File: config.mk
export PLATFORM = sky130hd
export DESIGN_NAME = memCsr
export DESIGN_NICKNAME = d
export VERILOG_FILES = /design/src/common/memCsrPkg.sv /design/src/common/memStagePkg.sv /design/src/hw/memCsr.sv
export SDC_FILE = /design/constraint.sdc
export NUM_CORES = 1
export LEC_CHECK = 0
export ABC_AREA = 1
export BUFFER_PORTS_ARGS = -buffer_cell sky130_fd_sc_hd__clkbuf_2
export CAP_MARGIN = 20
export CORE_MARGIN = 1
export CORE_UTILIZATION = 50
export DETAILED_ROUTE_END_ITERATION = 12
export MAX_ROUTING_LAYER = met4
export PLACE_DENSITY = 0.69
export SETUP_SLACK_MARGIN = 0.2
export SLEW_MARGIN = 20
export SYNTH_ARGS = -nofsm -noshare
export SYNTH_HDL_FRONTEND = slang
export SYNTH_SLANG_ARGS = --single-unit
File: constraint.sdc
create_clock -name clk -period 3.55 [get_ports clk]
set_clock_uncertainty 0.15 [all_clocks]
set_input_delay 0.1775 -clock clk [delete_from_list [all_inputs] [get_ports clk]]
set_output_delay 0.1775 -clock clk [all_outputs]
set_load 0.01 [all_outputs]
File: src/common/memCsrPkg.sv
`default_nettype none

package memCsrPkg;

   localparam int APB_ADDR_SIZE = 8;

   // Register map.
   localparam logic [APB_ADDR_SIZE-1:0] CTRL_OFFSET = 8'h00;
   localparam logic [APB_ADDR_SIZE-1:0] HITS_OFFSET = 8'h04;
   localparam logic [APB_ADDR_SIZE-1:0] MISSES_OFFSET = 8'h08;
   localparam logic [APB_ADDR_SIZE-1:0] DRAINS_OFFSET = 8'h0C;
   localparam logic [APB_ADDR_SIZE-1:0] STATUS_OFFSET = 8'h10;

   // CTRL bits.
   localparam int CTRL_BYPASS = 0;
   localparam int CTRL_CLEAR = 1;

endpackage

`default_nettype wire

File: src/common/memStagePkg.sv
`default_nettype none

package memStagePkg;

   // Pipeline word sizes.
   localparam int WORD_SIZE = 32;
   localparam int REG_ADDR_SIZE = 5;

   // Cache geometry.
   localparam int LINE_WORDS = 4;
   localparam int LINE_SIZE = 128;
   localparam int CACHE_LINES = 16;
   localparam int INDEX_SIZE = 4;
   localparam int TAG_SIZE = 24;

   // Backing memory and store buffer.
   localparam int MEM_LATENCY = 5;
   localparam int MEM_LINES = 256;
   localparam int SB_DEPTH = 4;

   typedef logic [WORD_SIZE-5:0] lineAddress;
   typedef logic [LINE_SIZE-1:0] cacheLine;

   typedef struct packed {
      logic [TAG_SIZE-1:0] tag;
      logic [INDEX_SIZE-1:0] index;
      logic [1:0] wordOffset;
      logic [1:0] byteOffset;
   } addressFields;

   // Same address word, seen raw or split into its cache fields.
   typedef union packed {
      logic [WORD_SIZE-1:0] raw;
      addressFields fields;
   } byteAddress;

endpackage

`default_nettype wire

File: src/hw/memCsr.sv
`default_nettype none

module memCsr (
   input  logic clk,
   input  logic rst,
   input  logic psel,
   input  logic penable,
   input  logic pwrite,
   input  logic [memCsrPkg::APB_ADDR_SIZE-1:0] paddr,
   input  logic [memStagePkg::WORD_SIZE-1:0] pwdata,
   output logic [memStagePkg::WORD_SIZE-1:0] prdata,
   output logic pready,
   input  logic hitEvent,
   input  logic missEvent,
   input  logic drainEvent,
   input  logic [$clog2(memStagePkg::SB_DEPTH):0] occupancy,
   output logic bypass
);

   logic [memStagePkg::WORD_SIZE-1:0] counters [3];
   logic [2:0] events;
   logic ctrlWrite, clearCounters;

   assign pready = 1'b1;
   assign ctrlWrite = psel && penable && pwrite && paddr == memCsrPkg::CTRL_OFFSET;
   // Clear acts on the write itself and is never stored.
   assign clearCounters = ctrlWrite && pwdata[memCsrPkg::CTRL_CLEAR];
   assign events = {drainEvent, missEvent, hitEvent};

   always_ff @(posedge clk or posedge rst) begin
      if (rst) begin
         bypass <= 1'b0;
         for (int i = 0; i < 3; i++) begin
            counters[i] <= '0;
         end
      end else begin
         if (ctrlWrite) begin
            bypass <= pwdata[memCsrPkg::CTRL_BYPASS];
         end
         for (int i = 0; i < 3; i++) begin
            if (clearCounters) begin
               counters[i] <= '0;
            end else if (events[i] && counters[i] != '1) begin
               counters[i] <= counters[i] + 1'b1;
            end
         end
      end
   end

   always_comb begin
      prdata = '0;
      case (paddr)
         memCsrPkg::CTRL_OFFSET: prdata[memCsrPkg::CTRL_BYPASS] = bypass;
         memCsrPkg::HITS_OFFSET: prdata = counters[0];
         memCsrPkg::MISSES_OFFSET: prdata = counters[1];
         memCsrPkg::DRAINS_OFFSET: prdata = counters[2];
         memCsrPkg::STATUS_OFFSET: prdata[$bits(occupancy)-1:0] = occupancy;
         default: ;
      endcase
   end

endmodule

`default_nettype wire

==> results.sh <==
export IMPL_status="finished, final reports clean"
export IMPL_htreeDepth=3
export IMPL_dpl_cell_area_mm2=0.007687
export IMPL_synth_top_cells_by_count="nand2_1 (413), nor2_1 (140), nand3_1 (130), inv_1 (126), dfrtp_1 (97)"
export IMPL_setup_worst_path_class="input pin to primary output"
export IMPL_preCtsSetupSlack_ns=1.089
export IMPL_synth_area_mm2=0.007336
export IMPL_cp_slowest_cell="nor2_2"
export IMPL_start_util_pct=52.04
export IMPL_slowest_delay_ns=0.57
export IMPL_crit_reg2reg_launch="counters[65]"
export IMPL_post_dp_hpwl_mm=16.74
export IMPL_min_path_cells=4
export IMPL_design_area_mm2=0.007981
export IMPL_wl_per_cell_um=16.47
export IMPL_rsz0062_at_grt="false"
export IMPL_avgSynthCellArea_um2=6.429
export IMPL_path_cells="clkbuf_2 -> nor2_1 -> nand3_1 -> nor2_2 -> inv_1 -> o221ai_1 -> clkbuf_2"
export IMPL_cp_arrival_ns=2.15
export IMPL_drc=0
export IMPL_insertion_delay_ns=0.36
export IMPL_syn2layout_area_growth_pct=8.801
export IMPL_period_needed_ns=2.481
export IMPL_cts_setup_buffers=0
export IMPL_max_freq_mhz=403.1
export IMPL_cts_buffers=9
export IMPL_core_mm2=0.01410
export IMPL_setup_viol=0
export IMPL_tightestPinTransition_ns=0.9818
export IMPL_dieWidth_um=123.1
export IMPL_fin_util_pct=56.62
export IMPL_r2r_slack_ns=1.08
export IMPL_synthFlopType="dfrtp_1"
export IMPL_antenna_found_initial=0
export IMPL_diodes=0
export IMPL_fp_dieH_um=123.1
export IMPL_yosysTopAreaCell="dfrtp_1"
export IMPL_drt_initial_drc_count=779
export IMPL_ys_seq_area_share_pct=33.09
export IMPL_ant_nets=0
export IMPL_p_leak_nw=3.726
export IMPL_tns_ns=0
export IMPL_cts_tree="done"
export IMPL_track_usage_pct=32.43
export IMPL_port_buffers=53
export IMPL_r2r_cells=10
export IMPL_pin_count=85
export IMPL_wirelength_mm=22.55
export IMPL_cts_hold_buf=3
export IMPL_place_inst=1352
export IMPL_min_to="counters[88]"
export IMPL_critical_path_buf_inv_count=3
export IMPL_clk_pin_slew_ns=0.07
export IMPL_max_vdd_ir_drop_mv=0.2255
export IMPL_drive_gt1_share_pct=9.672
export IMPL_stdcell_count=1369
export IMPL_netlist_top_cells_area="dfrtp_1 (33%), nand2_1 (21%), nand3_1 (8.9%)"
export IMPL_worst_slack_ns=1.069
export IMPL_min_delay_start="hitEvent"
export IMPL_synth_most_common_cell="nand2_1"
export IMPL_hold_viol_final=0
export IMPL_critPathTopFamily="simple AND/OR/NAND/NOR gates"
export IMPL_cts_root_buf="clkbuf_16"
export IMPL_slew_headroom_pct=34.55
export IMPL_grtUsageMet1_pct=44.26
export IMPL_dieArea_mm2=0.01516
export IMPL_ys_async_sr_fraction_pct=100.0
export IMPL_synth_net_count=1195
export IMPL_start_kind="input pin"
export IMPL_grt_use_met2_pct=47.59
export IMPL_max_cap_violations=0
export IMPL_ys_types=42
export IMPL_synth_top_cell_area_share_pct=33.09
export IMPL_clockBufferDepth=2
export IMPL_use_met3_pct=5.074
export IMPL_cpMostUsedCell="clkbuf_2"
export IMPL_rows=43
export IMPL_power_density_mw_per_mm2=336.0
export IMPL_vias_per_cell=5.466
export IMPL_grt_max_degree=79
export IMPL_globalplace_congestion=0.9494
export IMPL_r2r_end="counters[69]"
export IMPL_worstPathMaxFanout=17
export IMPL_setup_worst_path_end_class="primary output"
export IMPL_top_usage_layer="met2"
export IMPL_hold_class="input pin to register"
export IMPL_grt_pass1_wl_mm=36.06
export IMPL_first_pass_iters=5
export IMPL_ys_seq_elements=97
export IMPL_layout_nets=1240
export IMPL_fin_crit_sh_pct=69.88
export IMPL_clock_sinks=97
export IMPL_syn_inst=1141
export IMPL_crit_required_ns=3.22
export IMPL_grt_ovfl_total=0
export IMPL_drv_slew=0
export IMPL_synth_edff_count=0
export IMPL_hold_slack_ns=0.1042
export IMPL_total_power_mw=2.682
export IMPL_ys_warn_count=0
export IMPL_ctsResizeCount=0
export IMPL_vias=7483
export IMPL_grt_pass1_vias=6714
worst min-delay path, delay by kind of cell:
kind                   cells  cell delay, ns
AOI/OAI and AO/OA          1            0.07
buffers and inverters      1            0.14
and+or+nand+nor            2            0.20
cells by family after synthesis:
family / count (synthesis) / synth area share [%]
compound gates: 106 / 9.074
xor+xnor: 39 / 4.656
fa+ha+maj: 3 / 0.5117
buf+inv: 159 / 9.466
flops: 97 / 33.09
other cells: 1 / 0.05112
simple gates: 736 / 43.15
how the worst max path moves through the flow:
| stage | slack [ns] | end | start | cells after the start |
|---|---|---|---|---|
| 3_5_place_dp | 1.09 | counters[15] | paddr[2] | 8 |
| 4_1_cts | 1.09 | prdata[22] | paddr[5] | 7 |
| 3_3_place_gp | 1.12 | prdata[22] | paddr[5] | 7 |
| 5_1_grt | 0.90 | prdata[15] | paddr[5] | 7 |
| 2_1_floorplan | 0.69 | bypass | rst | 1 |
| 6_report | 1.07 | prdata[17] | paddr[5] | 7 |
where the power goes:
| group | switching [mW] | internal (mW) |
|---|---|---|
| logic | 0.260 | 0.142 |
| registers | 0.145 | 1.20 |
| clock network | 0.427 | 0.507 |
| total | 0.832 | 1.85 |
sequential cells by signal, indices dropped and copies added, names as in the netlist:
register and flops:
bypass 1, counters 96
cell type report:
type | count | area (um2)
clock buffer | 14 | 264.0
fill | 1438 | 6115
inverter | 128 | 488.0
multi-input combinational | 885 | 4214
sequential | 97 | 2427
tap | 180 | 225.2
timing repair buffer | 65 | 362.8
cells in the final DEF (no fill, tap or decap), types with 2 or more instances in the layout:
cell type / netlist / final
nor2_2: 7 / 7
and3_1: 2 / 2
buf_4: 2 / 9
o211ai_1: 6 / 6
xor2_1: 29 / 29
ha_1: 3 / 3
o21ai_0: 39 / 39
xnor2_1: 10 / 10
nor2_4: 6 / 6
o21ai_1: 22 / 22
nand2_1: 413 / 413
nor3_1: 3 / 3
o221ai_1: 22 / 22
nand3b_1: 3 / 3
o21bai_1: 3 / 3
nor2_1: 140 / 140
clkbuf_16: 0 / 9
clkbuf_2: 0 / 53
clkbuf_1: 6 / 3
a21oi_1: 4 / 4
nand3_1: 130 / 130
dlygate4sd3_1: 0 / 3
dfrtp_1: 97 / 97
nand4_1: 11 / 11
nand2_2: 8 / 8
clkbuf_8: 0 / 2
nand2_4: 7 / 7
inv_1: 126 / 125
o21ai_2: 6 / 6
routing by layer:
metal	part of all wire, %	wire [um]	vias to the layer above
met5	0	0	-
met4	3.5	792	0
met3	6.1	1370	41
met2	44	9999	232
met1	46	10390	3491
li1	-	-	3719
Note: power is estimated with default switching activity, not from simulation.
