**config.mk**
```make
export PLATFORM = sky130hd
export DESIGN_NAME = storeBuffer_flat
export DESIGN_NICKNAME = d
export VERILOG_FILES = /design/src/common/memStagePkg.sv /design/src/common/sbCacheIf.sv /design/src/hw/storeBuffer.sv /design/src/flat_wrapper.sv
export SDC_FILE = /design/constraint.sdc
export NUM_CORES = 1
export LEC_CHECK = 0
export ABC_AREA = 1
export ABC_CLOCK_PERIOD_IN_PS = 9500
export BUFFER_PORTS_ARGS = -buffer_cell sky130_fd_sc_hd__buf_2
export CAP_MARGIN = 30
export CORE_MARGIN = 4
export CORE_UTILIZATION = 40
export DETAILED_ROUTE_END_ITERATION = 8
export PLACE_DENSITY = 0.65
export SLEW_MARGIN = 30
export SYNTH_ARGS = -nofsm -noshare
export SYNTH_HDL_FRONTEND = slang
export SYNTH_SLANG_ARGS = --single-unit
```
**constraint.sdc**
```tcl
create_clock -name clk -period 9.5 [get_ports clk]
set_input_delay 1.425 -clock clk [delete_from_list [all_inputs] [get_ports clk]]
set_output_delay 1.425 -clock clk [all_outputs]
set_load 0.05 [all_outputs]
```
**src/common/memStagePkg.sv**
```systemverilog
`default_nettype none

package memStagePkg;

   // Pipeline word sizes.
   localparam int WORD_SIZE = 32;
   localparam int REG_ADDR_SIZE = 5;

   // Cache geometry.
   localparam int LINE_WORDS = 4;
   localparam int LINE_SIZE = 128;
   localparam int CACHE_LINES = 16;
   localparam int INDEX_SIZE = 4;
   localparam int TAG_SIZE = 24;

   // Backing memory and store buffer.
   localparam int MEM_LATENCY = 5;
   localparam int MEM_LINES = 256;
   localparam int SB_DEPTH = 4;

   typedef logic [WORD_SIZE-5:0] lineAddress;
   typedef logic [LINE_SIZE-1:0] cacheLine;

   typedef struct packed {
      logic [TAG_SIZE-1:0] tag;
      logic [INDEX_SIZE-1:0] index;
      logic [1:0] wordOffset;
      logic [1:0] byteOffset;
   } addressFields;

   // Same address word, seen raw or split into its cache fields.
   typedef union packed {
      logic [WORD_SIZE-1:0] raw;
      addressFields fields;
   } byteAddress;

endpackage

`default_nettype wire

```
**src/common/sbCacheIf.sv**
```systemverilog
`default_nettype none

interface sbCacheIf;

   logic drainValid;
   logic drainReady;
   memStagePkg::byteAddress drainAddr;
   logic [memStagePkg::WORD_SIZE-1:0] drainData;
   logic [3:0] drainMask;

   // Head entry of the store buffer.
   modport buffer (
      output drainValid,
      output drainAddr,
      output drainData,
      output drainMask,
      input  drainReady
   );

   modport cache (
      input  drainValid,
      input  drainAddr,
      input  drainData,
      input  drainMask,
      output drainReady
   );

endinterface

`default_nettype wire

```
**src/hw/storeBuffer.sv**
```systemverilog
`default_nettype none

module storeBuffer (
   input  logic clk,
   input  logic rst,
   input  memStagePkg::byteAddress address,
   input  logic [memStagePkg::WORD_SIZE-1:0] data,
   input  logic storeByte,
   input  logic store,
   input  logic load,
   output logic forwardHit,
   output logic [memStagePkg::WORD_SIZE-1:0] forwardData,
   output logic partialMatch,
   output logic full,
   output logic [$clog2(memStagePkg::SB_DEPTH):0] occupancy,
   sbCacheIf.buffer sb
);

   memStagePkg::byteAddress entryAddr [memStagePkg::SB_DEPTH];
   logic [memStagePkg::WORD_SIZE-1:0] entryData [memStagePkg::SB_DEPTH];
   logic [3:0] entryMask [memStagePkg::SB_DEPTH];
   logic [$clog2(memStagePkg::SB_DEPTH)-1:0] head, tail;
   logic [$clog2(memStagePkg::SB_DEPTH):0] count;
   logic push, pop, matchFound;
   logic [3:0] matchMask;

   assign full = count == memStagePkg::SB_DEPTH;
   assign occupancy = count;
   assign push = store && !full;
   assign pop = sb.drainValid && sb.drainReady;

   assign sb.drainValid = count != 0;
   assign sb.drainAddr = entryAddr[head];
   assign sb.drainData = entryData[head];
   assign sb.drainMask = entryMask[head];

   // Oldest to youngest, so the youngest match is kept.
   always_comb begin
      int unsigned slot;
      matchFound = 1'b0;
      matchMask = '0;
      forwardData = '0;
      for (int k = 0; k < memStagePkg::SB_DEPTH; k++) begin
         slot = (head + k) % memStagePkg::SB_DEPTH;
         if (k < count && entryAddr[slot].raw[memStagePkg::WORD_SIZE-1:2] ==
                          address.raw[memStagePkg::WORD_SIZE-1:2]) begin
            matchFound = 1'b1;
            matchMask = entryMask[slot];
            forwardData = entryData[slot];
         end
      end
   end

   assign forwardHit = load && matchFound && matchMask == 4'hF;
   assign partialMatch = load && matchFound && matchMask != 4'hF;

   always_ff @(posedge clk or posedge rst) begin
      if (rst) begin
         head <= '0;
         tail <= '0;
         count <= '0;
      end else begin
         if (push) begin
            tail <= tail + 1'b1;
         end
         if (pop) begin
            head <= head + 1'b1;
         end
         case ({push, pop})
            2'b10: count <= count + 1'b1;
            2'b01: count <= count - 1'b1;
            default: ;
         endcase
      end
   end

   // Byte stores replicate the byte; the mask picks the lane.
   always_ff @(posedge clk) begin
      if (push) begin
         entryAddr[tail] <= {address.raw[memStagePkg::WORD_SIZE-1:2], 2'b00};
         entryData[tail] <= storeByte ? {4{data[7:0]}} : data;
         entryMask[tail] <= storeByte ? 4'b0001 << address.fields.byteOffset : 4'hF;
      end
   end

endmodule

`default_nettype wire

```
**src/flat_wrapper.sv**
```systemverilog
// flat-port wrapper written by rule: the top's interface ports become plain ports
module storeBuffer_flat 
  (clk, rst, address, data, storeByte, store, load, forwardHit, forwardData, partialMatch, full, occupancy, sb_drainValid, sb_drainAddr, sb_drainData, sb_drainMask, sb_drainReady);
  sbCacheIf sb_i ();
  input  logic clk;
  input  logic rst;
  input  memStagePkg::byteAddress address;
  input  logic [memStagePkg::WORD_SIZE-1:0] data;
  input  logic storeByte;
  input  logic store;
  input  logic load;
  output logic forwardHit;
  output logic [memStagePkg::WORD_SIZE-1:0] forwardData;
  output logic partialMatch;
  output logic full;
  output logic [$clog2(memStagePkg::SB_DEPTH):0] occupancy;
  output wire logic [$bits(sb_i.drainValid)-1:0] sb_drainValid;
  output wire logic [$bits(sb_i.drainAddr)-1:0] sb_drainAddr;
  output wire logic [$bits(sb_i.drainData)-1:0] sb_drainData;
  output wire logic [$bits(sb_i.drainMask)-1:0] sb_drainMask;
  input wire logic [$bits(sb_i.drainReady)-1:0] sb_drainReady;
  assign sb_drainValid = sb_i.drainValid;
  assign sb_drainAddr = sb_i.drainAddr;
  assign sb_drainData = sb_i.drainData;
  assign sb_drainMask = sb_i.drainMask;
  assign sb_i.drainReady = sb_drainReady;
  storeBuffer u_core (.clk(clk), .rst(rst), .address(address), .data(data), .storeByte(storeByte), .store(store), .load(load), .forwardHit(forwardHit), .forwardData(forwardData), .partialMatch(partialMatch), .full(full), .occupancy(occupancy), .sb(sb_i));
endmodule
```
==> results_dict.tcl <==
set metrics [dict create \
    outcome "complete, no violations" \
    p_leak_nw 9.77 \
    dieArea_mm2 0.0492 \
    coreArea_mm2 0.0453 \
    ioPinCount 177 \
    die_h_um 222 \
    fmax_mhz 151 \
    dr_total_vias 17200 \
    peakVddDrop_mv 0.278 \
    ant_nets 0 \
    clk_path_buf_depth 3 \
    drt_iter0_drc 1795 \
    synth_top_area_cell "edfxtp_1" \
    clkLatencyLatePin_ps 560 \
    io_buffers 174 \
    routed_wl_um 56600 \
    holdWs_ps 546 \
    cts.clk_slew.worst_paths_ps 50 \
    p_clk_share_pct 18.2 \
    track_usage_pct 22.2 \
    combPwrFrac_pct 58.8 \
    seqPwrFrac_pct 22.9 \
    synth_commonest_cells "nand2_1, edfxtp_1, o21ai_0, inv_1, nand3_1" \
    timing.critical_path.to_type "primary output" \
    cp_max_fo 84 \
    numCtsBuffers 35 \
    hold_buffers 0 \
    maxCapViolations 0 \
    tightest_slew_ps 950 \
    row_count 78 \
    hold_path_class "reg -> reg" \
    cts_setup_buffers 0 \
    drcViolationCount 0 \
    clock-sinks 271 \
    critical_path_required_ps 8080 \
    fin_crit_sh_pct 69.6 \
    synthesis.area_mm2 0.0183 \
    synthArstFlopShare_pct 2.58 \
    ys_seq_area_share_pct 44.3 \
    arrival_ps 5190 \
    first_pass_iters 6 \
    grt_pass1_vias 16000 \
    finalSetupTns_ps 0 \
    grt_overflow_total 0 \
    hold_viol_final 0 \
    fin_skew_ps 15.7 \
    drive_above_1_share_pct 10.2 \
    yosys_warnings 0 \
    final_nets 2674 \
    wl_per_cell_um 17.6 \
    synth.most_common_cell "nand2_1" \
    synth_cell_type_count 35 \
    area_delta_synth_final_pct 12.5 \
    p_per_area_mw_per_mm2 366 \
    start_util_pct 40.4 \
    synth_area_leaders "edfxtp_1, nand2_1, o21ai_0" \
    setup_slack_ps 2890 \
    fill_cells 4588 \
    swShare_pct 53.3 \
    cts-htree-levels 2 \
    grt_pass1_wl_um 87300 \
    slew_violations 0 \
    synthCells 2502 \
    synth_top_area_share_pct 43.3 \
    power_w 0.00753 \
    clock-root-buffer "clkbuf_16" \
    synth_edf_count 264 \
    switching_power_w 0.00401 \
    cts.repair.resized 0 \
    ys.flop_type "edfxtp_1" \
    setup_violations 0 \
    syn_avg_cell_area_um2 7.31 \
    cp-start-kind "register" \
    maxSlewHeadroom_pct 36.7 \
    rsz0062_at_grt "no" \
    place_hpwl_um 38300 \
    antenna_found_initial 5 \
    fin_crit_ps 6610 \
    grt_max_degree 169 \
    die_w_um 222 \
    intPower_w 0.00352 \
    vias_per_cell 5.33 \
    cts_tree "yes" \
    ys_seq_elements 271 \
    detailedPlace.worstSlack_ps 3310 \
    gp_congestion 0.930 \
    criticalPathCategory "reg -> out" \
]
## cell type report
| class | instances | area, µm² | area share (%) |
|---|---|---|---|
| diodes | 4 | 10.0 | 0.0486 |
| clock buffers | 44 | 940 | 4.56 |
| clock inverters | 19 | 251 | 1.22 |
| inverters | 234 | 886 | 4.30 |
| multi-input cells | 1862 | 8550 | 41.5 |
| flip-flops and latches | 271 | 8110 | 39.4 |
| well taps | 600 | 751 | 3.65 |
| repair buffers | 191 | 1090 | 5.28 |
## through the flow
| step | cells | util, % | area, µm² |
|---|---|---|---|
| 2_1_floorplan | 2503 | - | 18300 |
| 3_3_place_gp | 3154 | 42.6 | 19300 |
| 3_5_place_dp | 3157 | 42.8 | 19400 |
| 4_1_cts | 3220 | 45.4 | 20600 |
| 5_1_grt | 3223 | 45.4 | 20600 |
| 6_report | 3225 | 45.5 | 20600 |
## layer usage
layer  global-route usage (%)  routed length [µm]  vias to the layer above  part of all wire [%]
met2                     36.7               26400                      661                    47
met4                     9.04                2120                        4                   3.7
met1                     28.8               23900                     8024                    42
met3                     4.10                4250                      123                   7.5
met5                        0                  27                        -                 0.048
li1                         -                   -                     8368                     -
## worst max-delay path, stage by stage, from the launching register on
cell and delay, ps:
dfrtp_4 700, inv_4 380, buf_4 750, nand2_1 160, nand3_1 160, nand2_1 70
nand2_1 60, nand2_1 70, a21oi_1 340, nand2_1 110, nor2_1 120, nand2_1 110
nor2_4 400, buf_16 230, buf_4 250, nor2_1 60, nand2_1 80, nand2_1 60
a21oi_1 120, buf_2 280
## cells by family (layout without fill, tap and decap cells)
family	after synthesis	in the layout	share of synthesized area [%]
other	1	6	0.0205
DFF	271	271	44.3
buffers and inverters	370	488	9.25
xor gates and xnor gates	14	14	0.670
and+or+nand+nor	1379	1379	29.9
AOI/OAI and AO/OA	390	390	11.5
adders and majority gates	9	9	0.616
muxes	68	68	3.72
## path summary, 6_finish.rpt
path	from	endpoint	slack [ps]	cells past startpoint
worst max-delay path	u_core.head[0]$_DFFE_PP0P_	forwardHit	2890	19
worst min-delay path	u_core.occupancy[1]$_DFFE_PP0P_	u_core.occupancy[1]$_DFFE_PP0P_	550	2
min in group asynchronous	rst	u_core.occupancy[1]$_DFFE_PP0P_	850	2
worst min register to register	u_core.occupancy[1]$_DFFE_PP0P_	u_core.occupancy[1]$_DFFE_PP0P_	550	2
worst max register to register	u_core.occupancy[0]$_DFFE_PP0P_	u_core.entryData[3][30]$_DFFE_PP_	6350	6
max in group asynchronous	rst	u_core.head[0]$_DFFE_PP0P_	8330	2
## power by group through the flow
| stage | Sequential [W] | Clock, W | Combinational [W] |
|---|---|---|---|
| after global placement | 0.00177 | 0 | 0.00427 |
| after global routing | 0.00175 | 0.00145 | 0.00488 |
| after floorplan | 0.00173 | 0 | 0.00343 |
| final | 0.00173 | 0.00137 | 0.00443 |
| after CTS | 0.00175 | 0.00139 | 0.00437 |
| after detailed placement | 0.00178 | 0 | 0.00435 |
## registers in the layout (all words and copies together) (netlist names)
register and count:
u_core.occupancy 3, u_core.entryData 128, u_core.entryAddr 120, u_core.head 2
u_core.tail 2, u_core.entryMask 16
## cell usage in the layout (no fill, tap or decap), types with 4 or more instances in the layout
cell type  instances
o21ai_1           15
edfxtp_1         264
clkbuf_1           6
nor2_1            78
o21ai_0          248
nand2_2            5
mux2i_1           68
diode_2            4
xor2_1            12
nand2_1         1094
clkinv_2           4
clkbuf_16         35
inv_1            231
dfrtp_1            5
buf_2            174
ha_1               9
nor2_4             7
clkinv_1           7
a21oi_1           73
bufinv_16          5
buf_4             11
nand3_1          187
o211ai_1          44
No activity file was read; power rests on OpenSTA's default activity.
