--- config.mk ---
export PLATFORM = sky130hd
export DESIGN_NAME = dCache_flat
export DESIGN_NICKNAME = d
export VERILOG_FILES = /design/src/common/memStagePkg.sv /design/src/common/cacheMemIf.sv /design/src/common/sbCacheIf.sv /design/src/dCache/dCache.sv /design/src/flat_wrapper.sv
export SDC_FILE = /design/constraint.sdc
export NUM_CORES = 2
export LEC_CHECK = 0
export BUFFER_PORTS_ARGS = -buffer_cell sky130_fd_sc_hd__buf_2
export CAP_MARGIN = 20
export CELL_PAD_IN_SITES_DETAIL_PLACEMENT = 1
export CELL_PAD_IN_SITES_GLOBAL_PLACEMENT = 2
export CORE_MARGIN = 2
export CORE_UTILIZATION = 49
export CTS_CLUSTER_SIZE = 40
export DETAILED_ROUTE_END_ITERATION = 8
export MAX_ROUTING_LAYER = met4
export PLACE_DENSITY = 0.77
export SLEW_MARGIN = 20
export SYNTH_ARGS = -nofsm -noshare
export SYNTH_HDL_FRONTEND = slang
export SYNTH_SLANG_ARGS = --single-unit
--- constraint.sdc ---
create_clock -name clk -period 14.4 [get_ports clk]
set_clock_uncertainty 0.05 [all_clocks]
set_input_delay 2.88 -clock clk [delete_from_list [all_inputs] [get_ports clk]]
set_output_delay 2.88 -clock clk [all_outputs]
set_load 0.01 [all_outputs]
--- src/common/memStagePkg.sv ---
`default_nettype none

package memStagePkg;

   // Pipeline word sizes.
   localparam int WORD_SIZE = 32;
   localparam int REG_ADDR_SIZE = 5;

   // Cache geometry.
   localparam int LINE_WORDS = 4;
   localparam int LINE_SIZE = 128;
   localparam int CACHE_LINES = 16;
   localparam int INDEX_SIZE = 4;
   localparam int TAG_SIZE = 24;

   // Backing memory and store buffer.
   localparam int MEM_LATENCY = 5;
   localparam int MEM_LINES = 256;
   localparam int SB_DEPTH = 4;

   typedef logic [WORD_SIZE-5:0] lineAddress;
   typedef logic [LINE_SIZE-1:0] cacheLine;

   typedef struct packed {
      logic [TAG_SIZE-1:0] tag;
      logic [INDEX_SIZE-1:0] index;
      logic [1:0] wordOffset;
      logic [1:0] byteOffset;
   } addressFields;

   // Same address word, seen raw or split into its cache fields.
   typedef union packed {
      logic [WORD_SIZE-1:0] raw;
      addressFields fields;
   } byteAddress;

endpackage

`default_nettype wire

--- src/common/cacheMemIf.sv ---
`default_nettype none

interface cacheMemIf;

   memStagePkg::lineAddress lineAddr;
   memStagePkg::cacheLine writeLine;
   memStagePkg::cacheLine readLine;
   logic read;
   logic write;
   logic ready;

   modport cache (
      output lineAddr,
      output writeLine,
      output read,
      output write,
      input  readLine,
      input  ready
   );

   modport memory (
      input  lineAddr,
      input  writeLine,
      input  read,
      input  write,
      output readLine,
      output ready
   );

endinterface

`default_nettype wire

--- src/common/sbCacheIf.sv ---
`default_nettype none

interface sbCacheIf;

   logic drainValid;
   logic drainReady;
   memStagePkg::byteAddress drainAddr;
   logic [memStagePkg::WORD_SIZE-1:0] drainData;
   logic [3:0] drainMask;

   // Head entry of the store buffer.
   modport buffer (
      output drainValid,
      output drainAddr,
      output drainData,
      output drainMask,
      input  drainReady
   );

   modport cache (
      input  drainValid,
      input  drainAddr,
      input  drainData,
      input  drainMask,
      output drainReady
   );

endinterface

`default_nettype wire

--- src/dCache/dCache.sv ---
`default_nettype none

module dCache (
   input  logic clk,
   input  logic rst,
   input  memStagePkg::byteAddress loadAddress,
   input  logic loadRequest,
   output logic [memStagePkg::WORD_SIZE-1:0] loadData,
   output logic loadBusy,
   input  logic bypass,
   output logic hitEvent,
   output logic missEvent,
   output logic drainEvent,
   sbCacheIf.cache sb,
   cacheMemIf.cache mem
);

   typedef enum logic [1:0] {idle, fill, writeThrough} cacheState;

   cacheState state;
   logic [memStagePkg::TAG_SIZE-1:0] tags [memStagePkg::CACHE_LINES];
   logic [memStagePkg::CACHE_LINES-1:0] valid;
   memStagePkg::cacheLine lines [memStagePkg::CACHE_LINES];
   memStagePkg::byteAddress lookupAddress, fillAddress;
   memStagePkg::cacheLine baseLine, mergedLine, pendingLine, loadLine;
   logic drainLookup, lookupHit, fillForDrain, afterFill, bypassServe;

   // Loads win the lookup port over drains.
   assign drainLookup = !loadRequest && sb.drainValid;
   assign lookupAddress = loadRequest ? loadAddress : sb.drainAddr;
   assign lookupHit = !bypass && valid[lookupAddress.fields.index] &&
                      tags[lookupAddress.fields.index] == lookupAddress.fields.tag;

   // Bypassed fill hands the word straight from memory.
   assign bypassServe = state == fill && mem.ready && !fillForDrain && bypass;
   assign loadLine = bypassServe ? mem.readLine : lines[loadAddress.fields.index];
   assign loadData = loadLine[loadAddress.fields.wordOffset * memStagePkg::WORD_SIZE +:
                              memStagePkg::WORD_SIZE];

   // Drain bytes merged into the cached or freshly filled line.
   assign baseLine = (state == fill) ? mem.readLine : lines[sb.drainAddr.fields.index];

   always_comb begin
      mergedLine = baseLine;
      for (int b = 0; b < 4; b++) begin
         if (sb.drainMask[b]) begin
            mergedLine[sb.drainAddr.fields.wordOffset * memStagePkg::WORD_SIZE + b * 8 +: 8] =
               sb.drainData[b * 8 +: 8];
         end
      end
   end

   assign mem.writeLine = pendingLine;
   assign sb.drainReady = state == writeThrough && mem.ready;
   assign drainEvent = sb.drainReady;

   always_comb begin
      loadBusy = 1'b0;
      hitEvent = 1'b0;
      missEvent = 1'b0;
      mem.read = 1'b0;
      mem.write = 1'b0;
      mem.lineAddr = {fillAddress.fields.tag, fillAddress.fields.index};
      case (state)
         idle: begin
            mem.lineAddr = {lookupAddress.fields.tag, lookupAddress.fields.index};
            if (loadRequest && !afterFill) begin
               hitEvent = lookupHit;
               missEvent = !lookupHit;
               loadBusy = !lookupHit;
               mem.read = !lookupHit;
            end else if (drainLookup) begin
               hitEvent = lookupHit;
               missEvent = !lookupHit;
               mem.read = !lookupHit;
            end
         end
         fill: begin
            mem.read = 1'b1;
            loadBusy = loadRequest && !bypassServe;
         end
         default: begin
            mem.write = 1'b1;
            loadBusy = loadRequest;
         end
      endcase
   end

   always_ff @(posedge clk or posedge rst) begin
      if (rst) begin
         state <= idle;
         valid <= '0;
         fillAddress <= '0;
         fillForDrain <= 1'b0;
         afterFill <= 1'b0;
      end else begin
         afterFill <= 1'b0;
         case (state)
            idle: begin
               if (loadRequest && !afterFill && !lookupHit) begin
                  state <= fill;
                  fillForDrain <= 1'b0;
                  fillAddress <= lookupAddress;
               end else if (drainLookup) begin
                  fillAddress <= lookupAddress;
                  fillForDrain <= 1'b1;
                  state <= lookupHit ? writeThrough : fill;
               end
            end
            fill: begin
               if (mem.ready) begin
                  valid[fillAddress.fields.index] <= 1'b1;
                  state <= fillForDrain ? writeThrough : idle;
                  // Next cycle serves the held load from the new line.
                  afterFill <= !fillForDrain && !bypass;
               end
            end
            default: begin
               if (mem.ready) begin
                  state <= idle;
               end
            end
         endcase
      end
   end

   always_ff @(posedge clk) begin
      if (state == idle && drainLookup && lookupHit) begin
         lines[sb.drainAddr.fields.index] <= mergedLine;
         pendingLine <= mergedLine;
      end
      if (state == fill && mem.ready) begin
         tags[fillAddress.fields.index] <= fillAddress.fields.tag;
         lines[fillAddress.fields.index] <= fillForDrain ? mergedLine : mem.readLine;
         pendingLine <= mergedLine;
      end
   end

endmodule

`default_nettype wire

--- src/flat_wrapper.sv ---
// flat-port wrapper written by rule: the top's interface ports become plain ports
module dCache_flat 
  (clk, rst, loadAddress, loadRequest, loadData, loadBusy, bypass, hitEvent, missEvent, drainEvent, sb_drainValid, sb_drainAddr, sb_drainData, sb_drainMask, sb_drainReady, mem_lineAddr, mem_writeLine, mem_read, mem_write, mem_readLine, mem_ready);
  sbCacheIf sb_i ();
  cacheMemIf mem_i ();
  input  logic clk;
  input  logic rst;
  input  memStagePkg::byteAddress loadAddress;
  input  logic loadRequest;
  output logic [memStagePkg::WORD_SIZE-1:0] loadData;
  output logic loadBusy;
  input  logic bypass;
  output logic hitEvent;
  output logic missEvent;
  output logic drainEvent;
  input wire logic [$bits(sb_i.drainValid)-1:0] sb_drainValid;
  input wire logic [$bits(sb_i.drainAddr)-1:0] sb_drainAddr;
  input wire logic [$bits(sb_i.drainData)-1:0] sb_drainData;
  input wire logic [$bits(sb_i.drainMask)-1:0] sb_drainMask;
  output wire logic [$bits(sb_i.drainReady)-1:0] sb_drainReady;
  output wire logic [$bits(mem_i.lineAddr)-1:0] mem_lineAddr;
  output wire logic [$bits(mem_i.writeLine)-1:0] mem_writeLine;
  output wire logic [$bits(mem_i.read)-1:0] mem_read;
  output wire logic [$bits(mem_i.write)-1:0] mem_write;
  input wire logic [$bits(mem_i.readLine)-1:0] mem_readLine;
  input wire logic [$bits(mem_i.ready)-1:0] mem_ready;
  assign sb_i.drainValid = sb_drainValid;
  assign sb_i.drainAddr = sb_drainAddr;
  assign sb_i.drainData = sb_drainData;
  assign sb_i.drainMask = sb_drainMask;
  assign sb_drainReady = sb_i.drainReady;
  assign mem_lineAddr = mem_i.lineAddr;
  assign mem_writeLine = mem_i.writeLine;
  assign mem_read = mem_i.read;
  assign mem_write = mem_i.write;
  assign mem_i.readLine = mem_readLine;
  assign mem_i.ready = mem_ready;
  dCache u_core (.clk(clk), .rst(rst), .loadAddress(loadAddress), .loadRequest(loadRequest), .loadData(loadData), .loadBusy(loadBusy), .bypass(bypass), .hitEvent(hitEvent), .missEvent(missEvent), .drainEvent(drainEvent), .sb(sb_i), .mem(mem_i));
endmodule
==> results by group <==
Yosys
  – Synth Area in Compound Gates: 0.0192
  – YS warnings: 0
  – Syn Area/Cell: 20.3 µm²
  – Post-synthesis simple-gate area fraction: 0.0258
  – Synth Area in XOR/XNOR: 0.00240
  – Syn nets: 6181
  – Largest family of logic cells by synthesized area: multiplexers
  – Post-synthesis sequential area ratio: 0.648
  – Gate Count Post-Synth: 5942
  – Asr flop ratio synth: 0.0184
  – Post-synth EDFFs: 2560
  – Primary FF master, synth: edfxtp_1
  – Post-Synthesis Cell Area: 120000 µm²
  – Netlist cell types: 72
  – Post-Synth Adder-Cell Area: 0.000519
  – Flops & latches, synth: 2608
  – Mux cell area share after synthesis: 0.288

Route
  – DR WL/cell: 39.9 µm
  – Starting DRT DRC Count: 8813
  – Routed Antenna Nets: 0
  – Vias/cell: 6.98
  – Number of detailed-route iterations in the first pass: 6
  – Post-route DRC: 0
  – Drt total wl: 392000 µm
  – Via count: 68600

STA
  – Worst-margin pin slew: 1.29 ns
  – Slew HR: 0.130
  – Setup WS post-layout: 3.10 ns
  – Final setup viols: 0
  – Final Hold Vio Count: 0
  – Final Critical Period: 11.30 ns
  – Setup TNS: 0 ns
  – Slew Limit Fails: 0
  – F_max: 88.5 MHz
  – RSZ-0062 raised after global routing: no
  – WHS: 0.414 ns
  – Final worst-path cycle share: 0.785

Critical path
  – Crit-path cells: buf_8 > mux2_8 > buf_4 > mux2i_1 > a32oi_1 > a21oi_1 > or4_1 > o32ai_1 > nand4b_1 > nor4_4 > o22ai_1 > buf_2
  – CP peak stage delay: 0.79 ns
  – Reg2reg start: u_core.tags[6][6]$_DFFE_PP_
  – Critical Path Start Type: primary input
  – CP max FO: 88
  – Worst r2r dst: u_core.lines[11][86]$_DFFE_PP_
  – Worst EP arrival: 8.37 ns
  – Worst path depth: 12
  – Worst setup path endpoint: loadBusy
  – WP buf/inv: 3
  – Worst R2R Path Depth: 11
  – Setup crit start: loadAddress[5]
  – Endpoint class of the critical path: output pin
  – Worst Path Required: 11.47 ns
  – Crit Path Class: primary input to output pin
  – CP top delay family: simple AND/OR/NAND/NOR gates
  – Slowest CP cell: mux2_8
  – Flop2flop setup slack: 8.34 ns

Cells and area
  – Area grow syn2layout: 13.0%
  – Fillcell total: 20900
  – Layout cells sized above 1: 0.387
  – Non-filler cells, final: 9833
  – Fin util: 0.558
  – Final instance area: 136000 µm²
  – Final net count: 6615

Pwr
  – VDD IR-drop max: 0.123 mV
  – Pwr Total: 21.9 mW
  – PwrDens: 161 nW/µm²
  – Pleak: 44.1 nW

Clocking
  – H-tree depth: 5
  – Worst-path clk slew: 0.06 ns
  – Root buf cell: clkbuf_16
  – CTS tree: built
  – CTS Buf Count: 296
  – Max clock buf depth: 4
  – Worst skew pair latency: 0.93 ns
  – Number of setup buffers added after CTS: 0
  – Post_cts resized: 0
  – Hold buffers post-CTS: 0
  – Sink Count: 2608

Placement
  – Dpl cells: 9279
  – DP Wirelength: 229000 µm
  – Placed cell area: 127000 µm²
  – Routability cong.: 0.912
  – PortBufs: 424
  – Pre-CTS WS: 3.04 ns

Global routing
  – Total GRT Usage: 0.326
  – Initial antenna violation count: 67
  – First-pass GRT wire length: 555000 µm
  – Largest net degree at the start of global routing: 124
  – GRT overflow: 0
  – Vias in the first global route: 70700

Outcome
  – Outcome: complete, no violations

Floorplanning
  – Full die area: 250000 µm²
  – Initial cell density of the core: 0.494
  – Row count: 181
  – Core Box Area: 244000 µm²
  – Chip height: 500 µm
  – Die width: 500 µm
  – Num ports: 429

Min path
  – Hold/Removal Path Class: flop to flop

Flow run
  – Number of max-cap violations: 0
how the worst min path moves through the flow:
stage	end	depth (start not counted)	startpoint
4_1_cts	u_core.valid[7]$_DFFE_PP0P_	1	u_core.valid[7]$_DFFE_PP0P_
3_3_place_gp	u_core.valid[12]$_DFFE_PP0P_	1	u_core.valid[12]$_DFFE_PP0P_
5_1_grt	u_core.valid[12]$_DFFE_PP0P_	1	u_core.valid[12]$_DFFE_PP0P_
3_5_place_dp	u_core.valid[7]$_DFFE_PP0P_	1	u_core.valid[7]$_DFFE_PP0P_
6_report	u_core.valid[8]$_DFFE_PP0P_	1	u_core.valid[8]$_DFFE_PP0P_
2_1_floorplan	u_core.valid[14]$_DFFE_PP0P_	1	u_core.valid[14]$_DFFE_PP0P_
layout by cell type (no fill, tap or decap), types with 19 or more instances in the layout:
master / Yosys / final
mux2_2: 113 / 113
nor2_1: 179 / 148
clkbuf_1: 264 / 47
buf_2: 24 / 415
mux2i_1: 265 / 263
xnor2_1: 19 / 19
inv_1: 37 / 36
nand2_1: 399 / 398
diode_2: 0 / 49
a32oi_1: 42 / 42
buf_4: 6 / 125
edfxtp_1: 2560 / 2560
buf_12: 0 / 27
bufinv_16: 0 / 33
clkinv_2: 0 / 48
a21oi_1: 22 / 20
o21ai_0: 187 / 183
nand3_1: 36 / 36
mux4_2: 1361 / 1361
clkinv_1: 1 / 64
a221oi_2: 20 / 20
dfrtp_1: 48 / 48
clkbuf_16: 0 / 304
and3_1: 26 / 26
nor2_2: 1 / 20
worst register-to-register path, cell delays in order, from the launching register on:
cell and delay (ns):
edfxtp_1 0.37, mux2i_1 0.14, a32oi_1 0.09, and3_1 0.23, or4_1 0.61, o32ai_1 0.78, nand4b_1 0.26, nor4_4 0.80
a21boi_0 0.54, nor2_4 0.53, buf_12 0.51, buf_12 0.64
synthesized netlist by cell type (13+ instances only):
master / count / share of area
mux4_2: 1361 / 0.25
xor2_1: 14 / 0.0010
a221oi_2: 20 / 0.0025
o21ai_0: 187 / 0.0078
clkbuf_1: 264 / 0.0082
mux2_2: 113 / 0.011
a32oi_1: 42 / 0.0031
xnor2_1: 19 / 0.0014
nand3_1: 36 / 0.0015
a21oi_1: 22 / 0.00091
nor2_1: 179 / 0.0056
buf_1: 136 / 0.0042
and3_1: 26 / 0.0014
inv_1: 37 / 0.0012
nand2_1: 399 / 0.012
dfrtp_1: 48 / 0.010
buf_2: 24 / 0.0010
nor3_1: 15 / 0.00062
edfxtp_1: 2560 / 0.64
nand4_1: 13 / 0.00068
or2_2: 17 / 0.00088
and2_1: 19 / 0.00099
mux2i_1: 265 / 0.022
sequential cells by signal, indices dropped and copies added (netlist names):
signal and flops:
u_core.lines 2048, u_core.tags 384, u_core.mem.writeLine 128, u_core.fillAddress 28, u_core.valid 16, u_core.state 2
u_core.afterFill 1, u_core.fillForDrain 1
layout make-up:
type / instances / area (µm²) / share of cell area
Sequential cell: 2608 / 78100 / 0.574
Tap cell: 3202 / 4010 / 0.0294
Clock inverter: 152 / 1540 / 0.0113
Antenna cell: 49 / 123 / 0.000901
Timing Repair Buffer: 576 / 3680 / 0.0270
Clock buffer: 352 / 7800 / 0.0573
Inverter: 38 / 150 / 0.00110
Multi-Input combinational cell: 2856 / 40700 / 0.299
report_power, final:
| part | internal (mW) | leakage (nW) | switching [mW] |
|---|---|---|---|
| sequential | 9.95 | 23.7 | 0.428 |
| combinational | 1.28 | 15.8 | 2.76 |
| clock | 4.43 | 4.59 | 3.03 |
| total | 15.7 | 44.1 | 6.21 |
per-layer routing:
metal  global-route usage  part of all wire  up-vias
li1                     -                 -    26400
met1                0.448              0.39    37800
met2                0.490              0.47     3809
met3               0.0563             0.087      686
met4                0.129             0.045        0
met5                    -                 0        -
logic make-up after synthesis:
kind of cell	after synthesis
adder cells (fa/ha/maj)	5
XOR/XNOR	33
AO/OA/AOI/OAI	344
AND/OR/NAND/NOR	730
flip-flops	2608
multiplexers	1744
buffers and inverters	478
No activity file was read; power rests on OpenSTA's default activity.
